`config.mk`:
```
export PLATFORM = sky130hd
export DESIGN_NAME = rv_core
export DESIGN_NICKNAME = d
export VERILOG_FILES = /design/src/logic/rv_pkg.sv /design/src/logic/rv_core.sv /design/src/logic/rv_decode.sv /design/src/logic/rv_execute.sv /design/src/logic/rv_fetch.sv /design/src/logic/rv_regfile.sv /design/src/logic/rv_result.sv
export SDC_FILE = /design/constraint.sdc
export NUM_CORES = 2
export LEC_CHECK = 0
export CORE_ASPECT_RATIO = 1.25
export CORE_MARGIN = 3
export CORE_UTILIZATION = 44
export DETAILED_ROUTE_END_ITERATION = 7
export DONT_BUFFER_PORTS = 1
export GPL_TIMING_DRIVEN = 0
export SYNTH_ARGS = -nofsm -noshare
export SYNTH_HDL_FRONTEND = slang
export SYNTH_SLANG_ARGS = --single-unit
```
`constraint.sdc`:
```
create_clock -name clk -period 20.8 [get_ports clk]
set_input_delay 1.04 -clock clk [delete_from_list [all_inputs] [get_ports clk]]
set_output_delay 1.04 -clock clk [all_outputs]
set_load 0.005 [all_outputs]
```
`src/logic/rv_pkg.sv`:
```
package rv_pkg;

  // Datapath widths
  localparam int XLEN   = 32;
  localparam int REG_AW = 5;

  typedef logic [XLEN-1:0]   word_t;
  typedef logic [REG_AW-1:0] reg_addr_t;
  typedef logic [31:0]       instr_t;

  // --------------------
  // Major opcodes
  localparam logic [6:0] OP_LUI    = 7'b0110111;
  localparam logic [6:0] OP_AUIPC  = 7'b0010111;
  localparam logic [6:0] OP_JAL    = 7'b1101111;
  localparam logic [6:0] OP_JALR   = 7'b1100111;
  localparam logic [6:0] OP_BRANCH = 7'b1100011;
  localparam logic [6:0] OP_LOAD   = 7'b0000011;
  localparam logic [6:0] OP_STORE  = 7'b0100011;
  localparam logic [6:0] OP_IMM    = 7'b0010011;
  localparam logic [6:0] OP_REG    = 7'b0110011;
  localparam logic [6:0] OP_SYSTEM = 7'b1110011;

  // Fixed encodings
  localparam instr_t I_EBREAK = 32'h0010_0073;
  localparam instr_t I_NOP    = 32'h0000_0013;

  // Branch conditions in funct3
  localparam logic [2:0] F3_BEQ  = 3'b000;
  localparam logic [2:0] F3_BNE  = 3'b001;
  localparam logic [2:0] F3_BLT  = 3'b100;
  localparam logic [2:0] F3_BGE  = 3'b101;
  localparam logic [2:0] F3_BLTU = 3'b110;
  localparam logic [2:0] F3_BGEU = 3'b111;

  // --------------------
  // Control encodings
  typedef enum logic [3:0] {
    ALU_ADD, ALU_SUB, ALU_SLL, ALU_SLT, ALU_SLTU, ALU_XOR,
    ALU_SRL, ALU_SRA, ALU_OR, ALU_AND, ALU_PASS_B
  } alu_op_e;

  typedef enum logic [1:0] {ALU_A_RS1, ALU_A_ZERO, ALU_A_PC} alu_a_src_e;

  typedef enum logic [2:0] {IMM_I, IMM_S, IMM_B, IMM_U, IMM_J} imm_type_e;

  typedef enum logic [1:0] {RES_ALU, RES_MEM, RES_PC_PLUS4} res_src_e;

endpackage

```
`src/logic/rv_core.sv`:
```
`timescale 1ns/10ps

module rv_core
  import rv_pkg::*;
(
  input  logic   clk,
  input  logic   rst_n,

  // Instruction memory, read only
  output word_t  imem_raddr,
  input  instr_t imem_rdata,

  // Data memory read
  output logic   dmem_ren,
  output word_t  dmem_raddr,
  input  word_t  dmem_rdata,

  // Data memory write
  output logic   dmem_we,
  output word_t  dmem_waddr,
  output word_t  dmem_wdata,

  output logic   ebreak
);

  // Fetch
  word_t      pc;
  word_t      pc_plus4;
  logic       pc_sel;
  word_t      jb_target;

  // Decode
  logic       reg_write;
  logic       mem_read;
  logic       mem_write;
  alu_a_src_e alu_a_src;
  logic       alu_b_imm;
  alu_op_e    alu_op;
  res_src_e   res_src;
  logic       is_branch;
  logic       is_jump;
  logic       is_jalr;
  reg_addr_t  rs1;
  reg_addr_t  rs2;
  reg_addr_t  rd;
  logic [2:0] funct3;
  word_t      imm;

  // Register file and write-back
  word_t      rs1_data;
  word_t      rs2_data;
  word_t      alu_result;
  logic       rd_en;
  word_t      rd_data;

  // --------------------
  // Stages
  rv_fetch u_fetch (
    .clk       (clk),
    .rst_n     (rst_n),
    .pc_sel    (pc_sel),
    .jb_target (jb_target),
    .pc        (pc),
    .pc_plus4  (pc_plus4)
  );

  rv_decode u_decode (
    .instr     (imem_rdata),
    .reg_write (reg_write),
    .mem_read  (mem_read),
    .mem_write (mem_write),
    .alu_a_src (alu_a_src),
    .alu_b_imm (alu_b_imm),
    .alu_op    (alu_op),
    .res_src   (res_src),
    .is_branch (is_branch),
    .is_jump   (is_jump),
    .is_jalr   (is_jalr),
    .rs1       (rs1),
    .rs2       (rs2),
    .rd        (rd),
    .funct3    (funct3),
    .imm       (imm)
  );

  rv_regfile u_regfile (
    .clk      (clk),
    .rst_n    (rst_n),
    .rs1      (rs1),
    .rs2      (rs2),
    .rs1_data (rs1_data),
    .rs2_data (rs2_data),
    .rd_en    (rd_en),
    .rd       (rd),
    .rd_data  (rd_data)
  );

  rv_execute u_execute (
    .pc         (pc),
    .rs1_data   (rs1_data),
    .rs2_data   (rs2_data),
    .imm        (imm),
    .alu_a_src  (alu_a_src),
    .alu_b_imm  (alu_b_imm),
    .alu_op     (alu_op),
    .funct3     (funct3),
    .is_branch  (is_branch),
    .is_jump    (is_jump),
    .is_jalr    (is_jalr),
    .alu_result (alu_result),
    .pc_sel     (pc_sel),
    .jb_target  (jb_target)
  );

  rv_result u_result (
    .res_src    (res_src),
    .reg_write  (reg_write),
    .rd         (rd),
    .alu_result (alu_result),
    .load_data  (dmem_rdata),
    .pc_plus4   (pc_plus4),
    .rd_en      (rd_en),
    .rd_data    (rd_data)
  );

  // --------------------
  // Memory ports
  assign imem_raddr = pc;

  // Same address for loads and stores
  assign dmem_ren   = mem_read;
  assign dmem_raddr = alu_result;
  assign dmem_we    = mem_write;
  assign dmem_waddr = alu_result;
  assign dmem_wdata = rs2_data;

  // Halt marker for the environment
  assign ebreak = rst_n && (imem_rdata == I_EBREAK);

endmodule

```
`src/logic/rv_decode.sv`:
```
`timescale 1ns/10ps

module rv_decode
  import rv_pkg::*;
(
  input  instr_t     instr,
  output logic       reg_write,
  output logic       mem_read,
  output logic       mem_write,
  output alu_a_src_e alu_a_src,
  output logic       alu_b_imm,
  output alu_op_e    alu_op,
  output res_src_e   res_src,
  output logic       is_branch,
  output logic       is_jump,
  output logic       is_jalr,
  output reg_addr_t  rs1,
  output reg_addr_t  rs2,
  output reg_addr_t  rd,
  output logic [2:0] funct3,
  output word_t      imm
);

  logic [6:0] opcode;
  logic       funct7_b5;
  imm_type_e  imm_type;
  alu_op_e    arith_op;
  word_t      imm_i;
  word_t      imm_s;
  word_t      imm_b;
  word_t      imm_u;
  word_t      imm_j;

  // Fixed instruction fields
  assign opcode    = instr[6:0];
  assign rd        = instr[11:7];
  assign funct3    = instr[14:12];
  assign rs1       = instr[19:15];
  assign rs2       = instr[24:20];
  assign funct7_b5 = instr[30];

  // --------------------
  // ALU operation for OP and OP-IMM
  always_comb begin
    case (funct3)
      // SUB exists only in register form
      3'b000:  arith_op = (opcode == OP_REG && funct7_b5) ? ALU_SUB : ALU_ADD;
      3'b001:  arith_op = ALU_SLL;
      3'b010:  arith_op = ALU_SLT;
      3'b011:  arith_op = ALU_SLTU;
      3'b100:  arith_op = ALU_XOR;
      // Both shift forms carry the arithmetic flag in bit 30
      3'b101:  arith_op = funct7_b5 ? ALU_SRA : ALU_SRL;
      3'b110:  arith_op = ALU_OR;
      default: arith_op = ALU_AND;
    endcase
  end

  // --------------------
  // Main control decode
  always_comb begin
    // Defaults describe a harmless no-op
    reg_write = 1'b0;
    mem_read  = 1'b0;
    mem_write = 1'b0;
    alu_a_src = ALU_A_RS1;
    alu_b_imm = 1'b0;
    alu_op    = ALU_ADD;
    res_src   = RES_ALU;
    imm_type  = IMM_I;
    is_branch = 1'b0;
    is_jump   = 1'b0;
    is_jalr   = 1'b0;

    case (opcode)
      OP_LUI: begin
        reg_write = 1'b1;
        alu_a_src = ALU_A_ZERO;
        alu_b_imm = 1'b1;
        alu_op    = ALU_PASS_B;
        imm_type  = IMM_U;
      end
      OP_AUIPC: begin
        reg_write = 1'b1;
        alu_a_src = ALU_A_PC;
        alu_b_imm = 1'b1;
        imm_type  = IMM_U;
      end
      OP_JAL: begin
        // Link value written, target from the PC adder
        reg_write = 1'b1;
        res_src   = RES_PC_PLUS4;
        imm_type  = IMM_J;
        is_jump   = 1'b1;
      end
      OP_JALR: begin
        // Target comes from rs1 + imm through the ALU
        reg_write = 1'b1;
        alu_b_imm = 1'b1;
        res_src   = RES_PC_PLUS4;
        is_jump   = 1'b1;
        is_jalr   = 1'b1;
      end
      OP_BRANCH: begin
        imm_type  = IMM_B;
        is_branch = 1'b1;
      end
      OP_LOAD: begin
        reg_write = 1'b1;
        mem_read  = 1'b1;
        alu_b_imm = 1'b1;
        res_src   = RES_MEM;
      end
      OP_STORE: begin
        mem_write = 1'b1;
        alu_b_imm = 1'b1;
        imm_type  = IMM_S;
      end
      OP_IMM: begin
        reg_write = 1'b1;
        alu_b_imm = 1'b1;
        alu_op    = arith_op;
      end
      OP_REG: begin
        reg_write = 1'b1;
        alu_op    = arith_op;
      end
      // SYSTEM and unknown opcodes keep the defaults
      default: begin
      end
    endcase
  end

  // --------------------
  // Immediate forms, sign taken from bit 31
  assign imm_i = {{20{instr[31]}}, instr[31:20]};
  assign imm_s = {{20{instr[31]}}, instr[31:25], instr[11:7]};
  assign imm_b = {{19{instr[31]}}, instr[31], instr[7], instr[30:25], instr[11:8], 1'b0};
  assign imm_u = {instr[31:12], 12'b0};
  assign imm_j = {{11{instr[31]}}, instr[31], instr[19:12], instr[20], instr[30:21], 1'b0};

  always_comb begin
    case (imm_type)
      IMM_S:   imm = imm_s;
      IMM_B:   imm = imm_b;
      IMM_U:   imm = imm_u;
      IMM_J:   imm = imm_j;
      default: imm = imm_i;
    endcase
  end

  // One data memory access per instruction at most
  always_comb begin
    a_one_mem_access: assert final (!(mem_read && mem_write));
  end

endmodule

```
`src/logic/rv_execute.sv`:
```
`timescale 1ns/10ps

module rv_execute
  import rv_pkg::*;
(
  input  word_t      pc,
  input  word_t      rs1_data,
  input  word_t      rs2_data,
  input  word_t      imm,
  input  alu_a_src_e alu_a_src,
  input  logic       alu_b_imm,
  input  alu_op_e    alu_op,
  input  logic [2:0] funct3,
  input  logic       is_branch,
  input  logic       is_jump,
  input  logic       is_jalr,
  output word_t      alu_result,
  output logic       pc_sel,
  output word_t      jb_target
);

  word_t alu_a;
  word_t alu_b;
  logic  alu_lt;
  logic  alu_ltu;
  logic  br_eq;
  logic  br_lt;
  logic  br_ltu;
  logic  br_taken;
  word_t pc_rel_target;

  // --------------------
  // Operand muxes
  always_comb begin
    case (alu_a_src)
      ALU_A_PC:   alu_a = pc;
      ALU_A_ZERO: alu_a = '0;
      default:    alu_a = rs1_data;
    endcase
  end

  assign alu_b = alu_b_imm ? imm : rs2_data;

  // Set-less-than compares
  assign alu_lt  = $signed(alu_a) < $signed(alu_b);
  assign alu_ltu = alu_a < alu_b;

  // --------------------
  // ALU
  always_comb begin
    case (alu_op)
      ALU_ADD:    alu_result = alu_a + alu_b;
      ALU_SUB:    alu_result = alu_a - alu_b;
      ALU_SLL:    alu_result = alu_a << alu_b[4:0];
      ALU_SLT:    alu_result = {{(XLEN-1){1'b0}}, alu_lt};
      ALU_SLTU:   alu_result = {{(XLEN-1){1'b0}}, alu_ltu};
      ALU_XOR:    alu_result = alu_a ^ alu_b;
      ALU_SRL:    alu_result = alu_a >> alu_b[4:0];
      // Sign fill on arithmetic shift
      ALU_SRA:    alu_result = word_t'($signed(alu_a) >>> alu_b[4:0]);
      ALU_OR:     alu_result = alu_a | alu_b;
      ALU_AND:    alu_result = alu_a & alu_b;
      ALU_PASS_B: alu_result = alu_b;
      default:    alu_result = '0;
    endcase
  end

  // --------------------
  // Branch compare on the raw register values
  assign br_eq  = rs1_data == rs2_data;
  assign br_lt  = $signed(rs1_data) < $signed(rs2_data);
  assign br_ltu = rs1_data < rs2_data;

  always_comb begin
    case (funct3)
      F3_BEQ:  br_taken = br_eq;
      F3_BNE:  br_taken = !br_eq;
      F3_BLT:  br_taken = br_lt;
      F3_BGE:  br_taken = !br_lt;
      F3_BLTU: br_taken = br_ltu;
      F3_BGEU: br_taken = !br_ltu;
      default: br_taken = 1'b0;
    endcase
  end

  // Dedicated adder for JAL and branches
  assign pc_rel_target = pc + imm;

  // JALR drops the low bit of the sum
  assign jb_target = is_jalr ? {alu_result[XLEN-1:1], 1'b0} : pc_rel_target;

  assign pc_sel = is_jump || (is_branch && br_taken);

  // Redirects land on whole words only
  always_comb begin
    a_target_aligned: assert final (!pc_sel || jb_target[1:0] == 2'b00);
  end

endmodule

```
`src/logic/rv_fetch.sv`:
```
`timescale 1ns/10ps

module rv_fetch
  import rv_pkg::*;
(
  input  logic  clk,
  input  logic  rst_n,
  input  logic  pc_sel,
  input  word_t jb_target,
  output word_t pc,
  output word_t pc_plus4
);

  word_t pc_next;

  // Sequential address
  assign pc_plus4 = pc + word_t'(4);

  // Redirect on taken branch or any jump
  assign pc_next = pc_sel ? jb_target : pc_plus4;

  // --------------------
  // PC register
  always_ff @(posedge clk or negedge rst_n) begin
    if (!rst_n) begin
      // Boot from address 0
      pc <= '0;
    end else begin
      pc <= pc_next;
    end
  end

  // Fetch address must stay on a word boundary
  a_pc_aligned: assert property (
    @(posedge clk) disable iff (!rst_n)
    pc[1:0] == 2'b00
  );

endmodule

```
`src/logic/rv_regfile.sv`:
```
`timescale 1ns/10ps

module rv_regfile
  import rv_pkg::*;
(
  input  logic      clk,
  input  logic      rst_n,
  input  reg_addr_t rs1,
  input  reg_addr_t rs2,
  output word_t     rs1_data,
  output word_t     rs2_data,
  input  logic      rd_en,
  input  reg_addr_t rd,
  input  word_t     rd_data
);

  localparam int NREGS = 2 ** REG_AW;

  word_t regs [NREGS];

  // --------------------
  // Write port
  // x0 filtering happens upstream in the result stage
  always_ff @(posedge clk or negedge rst_n) begin
    if (!rst_n) begin
      for (int i = 0; i < NREGS; i++) begin
        regs[i] <= '0;
      end
    end else if (rd_en) begin
      regs[rd] <= rd_data;
    end
  end

  // --------------------
  // Read ports
  // No bypass, a write shows up after the edge
  always_comb begin
    rs1_data = (rs1 == '0) ? '0 : regs[rs1];
    rs2_data = (rs2 == '0) ? '0 : regs[rs2];
  end

endmodule

```
`src/logic/rv_result.sv`:
```
`timescale 1ns/10ps

module rv_result
  import rv_pkg::*;
(
  input  res_src_e  res_src,
  input  logic      reg_write,
  input  reg_addr_t rd,
  input  word_t     alu_result,
  input  word_t     load_data,
  input  word_t     pc_plus4,
  output logic      rd_en,
  output word_t     rd_data
);

  // Write-back source
  always_comb begin
    case (res_src)
      RES_MEM:      rd_data = load_data;
      RES_PC_PLUS4: rd_data = pc_plus4;
      default:      rd_data = alu_result;
    endcase
  end

  // x0 is never written
  assign rd_en = reg_write && (rd != '0);

endmodule

```
Yosys cells after proc, flatten, opt, wreduce, memory -nomap -nowiden:

Index checks and enable logic that the tools add are counted.

* output and inout bits: 131
* bits in registers: 1056

* order comparisons: 8
* reduce and logical (&&, ||, !) cells: 19
* eq/ne operators: 36
* bitwise logic cells: 6
* mux-type cells: 33
* add/subtract/negate cells: 4
* shift operators: 3

Operators with widths (count)
* bitwise mux 1024 bit: 1
* one-hot mux 32 bit (11 select lines): 1
* binary-select mux 32 bit (select 5 bit): 2
* 2-to-1 mux 32 bit: 10
* demux 32 bit (select 5 bit): 1
* less-than comparator 32 bit: 4
* one-hot mux 32 bit (2 select lines): 2
* one-hot mux 31 bit (4 select lines): 1
* adder 32 bit: 2
* adder 32 x 3 -> 32 bit, second input constant: 1
* bitwise AND 32 bit: 1
* == test 32 x 21 -> 1 bit, second input constant: 1
* == test 32 bit: 1
* bitwise OR 32 bit: 1
* left shift 32 x 5 -> 32 bit: 1
* >> shifter 32 x 5 -> 32 bit: 1
* >>> shifter 32 x 5 -> 32 bit: 1
* subtractor 32 bit: 1
* XOR 32 bit: 1
* one-hot mux 4 bit (7 select lines): 1
* == test 7 x 6 -> 1 bit, second input constant: 3
* == test 7 bit, second input constant: 3
* >= comparator 6 bit, second input constant: 3
* NOT 5 -> 6 bit: 3
* other kinds (27): 62

Depth between registers and ports, before layout:

* depth in word-level cells: 11
* depth in mapped cells: 32

Hierarchy:

A second synthesis with hierarchy kept.

* cells, all modules: 6010
* area, all modules: 71640.0 um2

Modules (own cells, without submodules)
* rv_regfile: area each 55079.1 um2, times used 1, cells each 3617
* rv_execute: area each 12853.6 um2, times used 1, cells each 1922
* rv_fetch: area each 1959.4 um2, times used 1, cells each 199
* rv_decode: area each 788.3 um2, times used 1, cells each 111
* rv_result: area each 626.9 um2, times used 1, cells each 115
* rv_core: area each 332.8 um2, times used 1, cells each 46

Worst setup path after synthesis:

OpenSTA, ideal clock, no wires.

* path type: input to output
* start point: in imem_rdata[4]
* end point: out dmem_waddr[28]
* data arrival time: 7.199 ns
* stages: 30
* path slack: 12.561 ns
* cell sequence: clkbuf_1 -> and2_1 -> and2_1 -> clkbuf_1 -> inv_1 -> clkbuf_1 -> ha_1 -> clkbuf_1 -> nand3b_1 -> o21ai_0 -> o2bb2ai_1 -> mux2_2 -> o21ai_1 -> buf_2 -> buf_2 -> buf_2 -> buf_1 -> ha_1 -> nand2b_1 -> a221oi_1 -> o41ai_1 -> a2111oi_0 -> o21ai_0 -> o311a_1 -> o21ba_2 -> mux2i_1 -> xnor2_1 -> nor2_1 -> or3_1 -> buf_4

* cells in the longest elaborated chain, start to end: 8
* elaborated cells between the ends (all ways): 48

RTL lines
* start: declaration: RTL line rv_core.sv:11 `input instr_t imem_rdata,`
* == test 7 x 6 -> 1 bit / == test 7 x 5 -> 1 bit (equally long branches): RTL line rv_decode.sv:75 `case (opcode)`
* OR reduction 2 bit (no source line)
* one-hot mux 3 bit (4 select lines): RTL line rv_decode.sv:75
* == test 3 bit (tied with other cells): RTL line rv_decode.sv:143 `case (imm_type)`
* one-hot mux 31 bit (4 select lines): RTL line rv_decode.sv:143
* 2-to-1 mux 32 bit: RTL line rv_execute.sv:42 `assign alu_b = alu_b_imm ? imm : rs2_data;`
* subtractor 32 bit (tied with other cells): RTL line rv_execute.sv:53 `ALU_SUB: alu_result = alu_a - alu_b;`
* one-hot mux 32 bit (11 select lines) (*): RTL line rv_execute.sv:51 `case (alu_op)`
* end: declaration: RTL line rv_core.sv:20 `output word_t dmem_waddr,`

Mark *: on every way between the ends. The rest lies on a longest branch, timed or not.

Worst setup path in the final report:

* start point: in imem_rdata[3]
* end point: reg u_regfile.regs[532] (netlist name)

* cells in the longest elaborated chain, start to end: 10
* elaborated cells between the ends (all ways): 57

RTL lines
* == test 7 x 6 -> 1 bit / == test 7 x 5 -> 1 bit (equally long branches): RTL line rv_decode.sv:75
* OR reduction 2 bit (no source line)
* one-hot mux 3 bit (4 select lines): RTL line rv_decode.sv:75
* == test 3 bit (tied with other cells): RTL line rv_decode.sv:143
* one-hot mux 31 bit (4 select lines): RTL line rv_decode.sv:143
* 2-to-1 mux 32 bit: RTL line rv_execute.sv:42
* subtractor 32 bit (tied with other cells): RTL line rv_execute.sv:53
* one-hot mux 32 bit (11 select lines) (*): RTL line rv_execute.sv:51
* via dmem_raddr[20]: RTL line rv_core.sv:15 `output word_t dmem_raddr,`
* one-hot mux 32 bit (2 select lines) (*): RTL line rv_result.sv:18 `case (res_src)`
* bitwise mux 1024 bit (*): RTL line rv_regfile.sv:30 `regs[rd] <= rd_data;`
* end signal: indexed assignment: RTL line rv_regfile.sv:30
* end: declaration: RTL line rv_regfile.sv:19 `word_t regs [NREGS];`

The timed path passes the listed nets; every way through them passes the cells marked *.
A chain may end at the register's enable or synchronous reset.

==> reports/qor_table.md <==
| Step | Result | Reported |
| --- | --- | --- |
| status | Run status | finished with violations |
| status | Failing checks | max-capacitance violations, max-slew violations |
| global route | Antenna violations before repair | 46 |
| global route | Vias in the first global route | 61400 |
| global route | Total global routing overflow | 0 |
| flow run | Reported max-cap violation count | 19 |
| hold path | Type of the most critical hold path | primary input to asynchronous set/reset pin |
| route | Topmost layer with routed signal wires | met5 |
| final layout | Most frequent cells in the layout | dfrtp_1, nand2_1, o21ai_0 |
| route | DRC violations left | 0 |
| critical path | Setup crit start | imem_rdata[3] |
| critical path | Data required time of the worst path | 21430 ps |
| sta | Aggregate negative setup slack | 0 ps |
| synthesis | Post-synthesis instance area | 0.0694 mm2 |
| floorplan | Count of boundary I/O pins | 197 |
| cts | Clock tree buffer depth | 3 |
| sta | Worst rel slew slack | -0.175 |
| power | Max IR drop VDD | 0.0805 mV |
| route | Number of vias after detailed routing | 65300 |
| synthesis | Share of synthesized flip-flops with an asynchronous set or reset | 1.00 |
| power | Leakage dissipation | 0.0334 uW |
| critical path | Critical Path Slowest Stage Cell | o21ai_0 |
| route | Length of routed met2 wiring | 173 mm |
| critical path | Category of the critical setup timing path | primary input to flip-flop |
| final layout | Net count, final | 6984 |
| cts | Number of sinks driven by the clock tree | 1056 |
| sta | Number of setup violations in the final report | 0 |
| sta | Max Clk Rate | 70.7 MHz |
| cts | CTS tree | done |
| critical path | Crit path max fanout | 12 |
| floorplan | Initial Util | 0.444 |
| sta | Portion of the clock cycle consumed by the worst path in the final layout | 0.680 |
| final layout | Area growth from synthesis to layout | 10.4% |
| sta | RSZ-0062 raised after global routing | no |
| floorplan | Die Area | 0.163 mm2 |
| critical path | Startpoint Class | primary input |
| critical path | Worst r2r dst | u_regfile.regs[532] |
| critical path | R2R setup slack | 9590 ps |
| synthesis | Number of distinct library cell variants in the gate-level netlist after synthesis | 101 |
| synthesis | Net count after synthesis | 6828 |
| final layout | Fill cells | 14600 |
| route | Routed length on met3 | 52.6 mm |
| floorplan | Floorplan die height | 450 um |
| critical path | R2R Path Start | u_regfile.regs[611] |
| sta | Worst clock skew on the final layout | 92.8 ps |
| synthesis | Post-synthesis average cell area | 10.5 um2 |
| cts | Number of buffers added by the clock tree synthesis step | 110 |
| place | Placed wire-length estimate after detailed placement | 312 mm |
| synthesis | Dominant register cell in the synthesized netlist | dfrtp_1 |
| sta | Max Slew Vio Count | 192 |
| route | Initial detailed-routing violation count | 9623 |
| route | Aggregate routed wire length | 415 mm |
| synthesis | Number of synthesized flops with an enable pin | 0 |
| synthesis | Yosys top cell area share | 0.381 |
| synthesis | Synthesis warning total | 0 |
| cts | H-tree depth | 3 |
| floorplan | Placeable Area | 0.156 mm2 |
| critical path | Stage delay of the slowest cell on the critical path | 1430 ps |
| route | Count of TritonRoute iterations in the first routing pass | 7 |
| global route | Pin count of the biggest net entering global routing | 1058 |
| route | Wire per inst | 46.4 um |
| final layout | Most frequent standard cell in the layout excluding fill and tap cells | dfrtp_1 |
| power | Total power divided by cell area | 81.4 mW/mm2 |
| floorplan | Floorplan die width | 361 um |
| route | Count of antenna-violating nets left after detailed routing | 0 |
| place | Count of port buffers added during placement | 0 |
| critical path | Critical path capture point type | flip-flop |
| global route | Total GRT Usage | 0.502 |
| place | RePlAce Congestion | 1.10 |
| final layout | Post-layout util | 0.490 |
| synthesis | Post-synth top area cell | dfrtp_1 |
| synthesis | Flip-flop and latch count after synthesis | 1056 |
| floorplan | Number of cell rows | 162 |
| cts | Number of buffers added for setup after CTS | 0 |
| critical path | Depth of the most critical reg-to-reg path | 23 |
| critical path | Critical path arrival | 14760 ps |
| sta | Slew of the pin with the lowest slew margin | 1740 ps |
| global route | First-pass GRT wire length | 552 mm |
| sta | Final period demand of the worst path | 14140 ps |
| synthesis | Instance count of the mapped netlist | 6590 |
| synthesis | Sequential-to-total area share from yosys stat | 0.381 |
| critical path | Top cell by count, worst path | o21ai_0 |
| cts | Insertion delay to the later sink of the worst-skew pair | 810 ps |
| cts | Clock-pin slew reported for the worst setup and hold paths after clock tree synthesis | 60 ps |
| final layout | Share of final-layout standard cells stronger than drive strength 1 | 0.208 |
| sta | Final hold violation count | 0 |
| cts | Clock root buffer | clkbuf_16 |
| route | Via density | 7.31 |
| route | M1 wire length | 135 mm |
| synthesis | Synth area leaders | dfrtp_1, mux4_2, mux2_2 |
## flip-flops by register name, summed over array words and instances, names as in the netlist
register,flops
u_fetch.pc,32
u_regfile.regs,1024
## layer usage
| layer | GRT usage | vias up |
|---|---|---|
| li1 | - | 25000 |
| met1 | 0.550 | 33100 |
| met2 | 0.716 | 5429 |
| met3 | 0.205 | 1828 |
| met4 | 0.514 | 14 |
| met5 | 0 | - |
## cell usage after synthesis (all sizes together), types with 15 or more instances
cell type,instances
mux4,480
inv,155
o22ai,69
a221oi,28
and2,33
o211ai,66
xor2,19
nand2b,20
a211oi,34
nand4,51
dlygate4sd3,30
a31oi,39
a32oi,32
a2111o,37
o31ai,15
nor3,40
and3,63
a221o,21
nor4,21
a21oi,204
o22a,33
nand2,885
a21o,72
nor2,206
buf,235
dfrtp,1056
nor2b,34
a211o,23
a22o,54
mux2,429
nand3,178
o21ai,799
clkbuf,409
a22oi,63
ha,169
o21a,21
xnor2,67
mux2i,209
o221ai,21
## report_power, final
group          total (uW)  internal [uW]  switching (uW)
registers            2410           2150             262
clock network        2100           1170             927
logic                1730            504            1220
total                6240           3820            2410
## kinds of logic after synthesis
family	count (synthesis)	share of synthesized area
AOI/OAI and AO/OA	1735	0.159
xor gates and xnor gates	86	0.0108
adders and majority gates	172	0.0313
buffers and inverters	831	0.0599
DFF	1056	0.381
muxes	1118	0.257
and+or+nand+nor	1592	0.102
## stage by stage
| stage | total power (uW) | cell area [um2] | cells | setup WS (ps) | hold slack (ps) |
|---|---|---|---|---|---|
| floorplan | 3160 | 69400 | 6590 | 12560 | 425 |
| detailed placement | 3990 | 72400 | 8668 | 7150 | 447 |
| finish | 6240 | 76600 | 8944 | 6660 | 342 |
| global placement | 3970 | 72000 | 8640 | 6520 | 442 |
| CTS | 6040 | 76100 | 8869 | 7780 | 75.3 |
| global route | 6330 | 76500 | 8896 | 7130 | 477 |
## worst max-delay path, delay by kind of cell
family	cells	cell delay [ps]
compound gates	12	6540
buf+inv	9	3670
simple gates	7	1900
fa+ha+maj	2	810
xor+xnor	1	710
## repair_timing
| action | 4_1_cts | 5_1_grt |
|---|---|---|
| gates resized for setup | 0 | 0 |
| setup endpoints to repair | 0 | 0 |
| hold endpoints to repair | 0 | 1 |
| hold buffers | 0 | 1 |
## worst max-delay path by stage
stage                          end  slack (ps)
2_1_floorplan       dmem_waddr[28]       12560
3_3_place_gp   u_regfile.regs[540]        6520
3_5_place_dp   u_regfile.regs[500]        7150
4_1_cts             dmem_waddr[30]        7780
5_1_grt             dmem_waddr[25]        7130
6_report       u_regfile.regs[532]        6660
## final cells by class
class,count,area (um2),area share
Buffer,674,3590,0.0469
Multi-Input combinational cell,4703,39000,0.509
Clock buffer,158,3200,0.0417
Tap cell,2050,2560,0.0335
Antenna cell,59,148,0.00193
Inverter,157,589,0.00769
Clock inverter,43,537,0.00701
Sequential cell,1056,26400,0.345
Timing Repair Buffer,44,558,0.00728
Note: power is estimated with default switching activity, not from simulation.
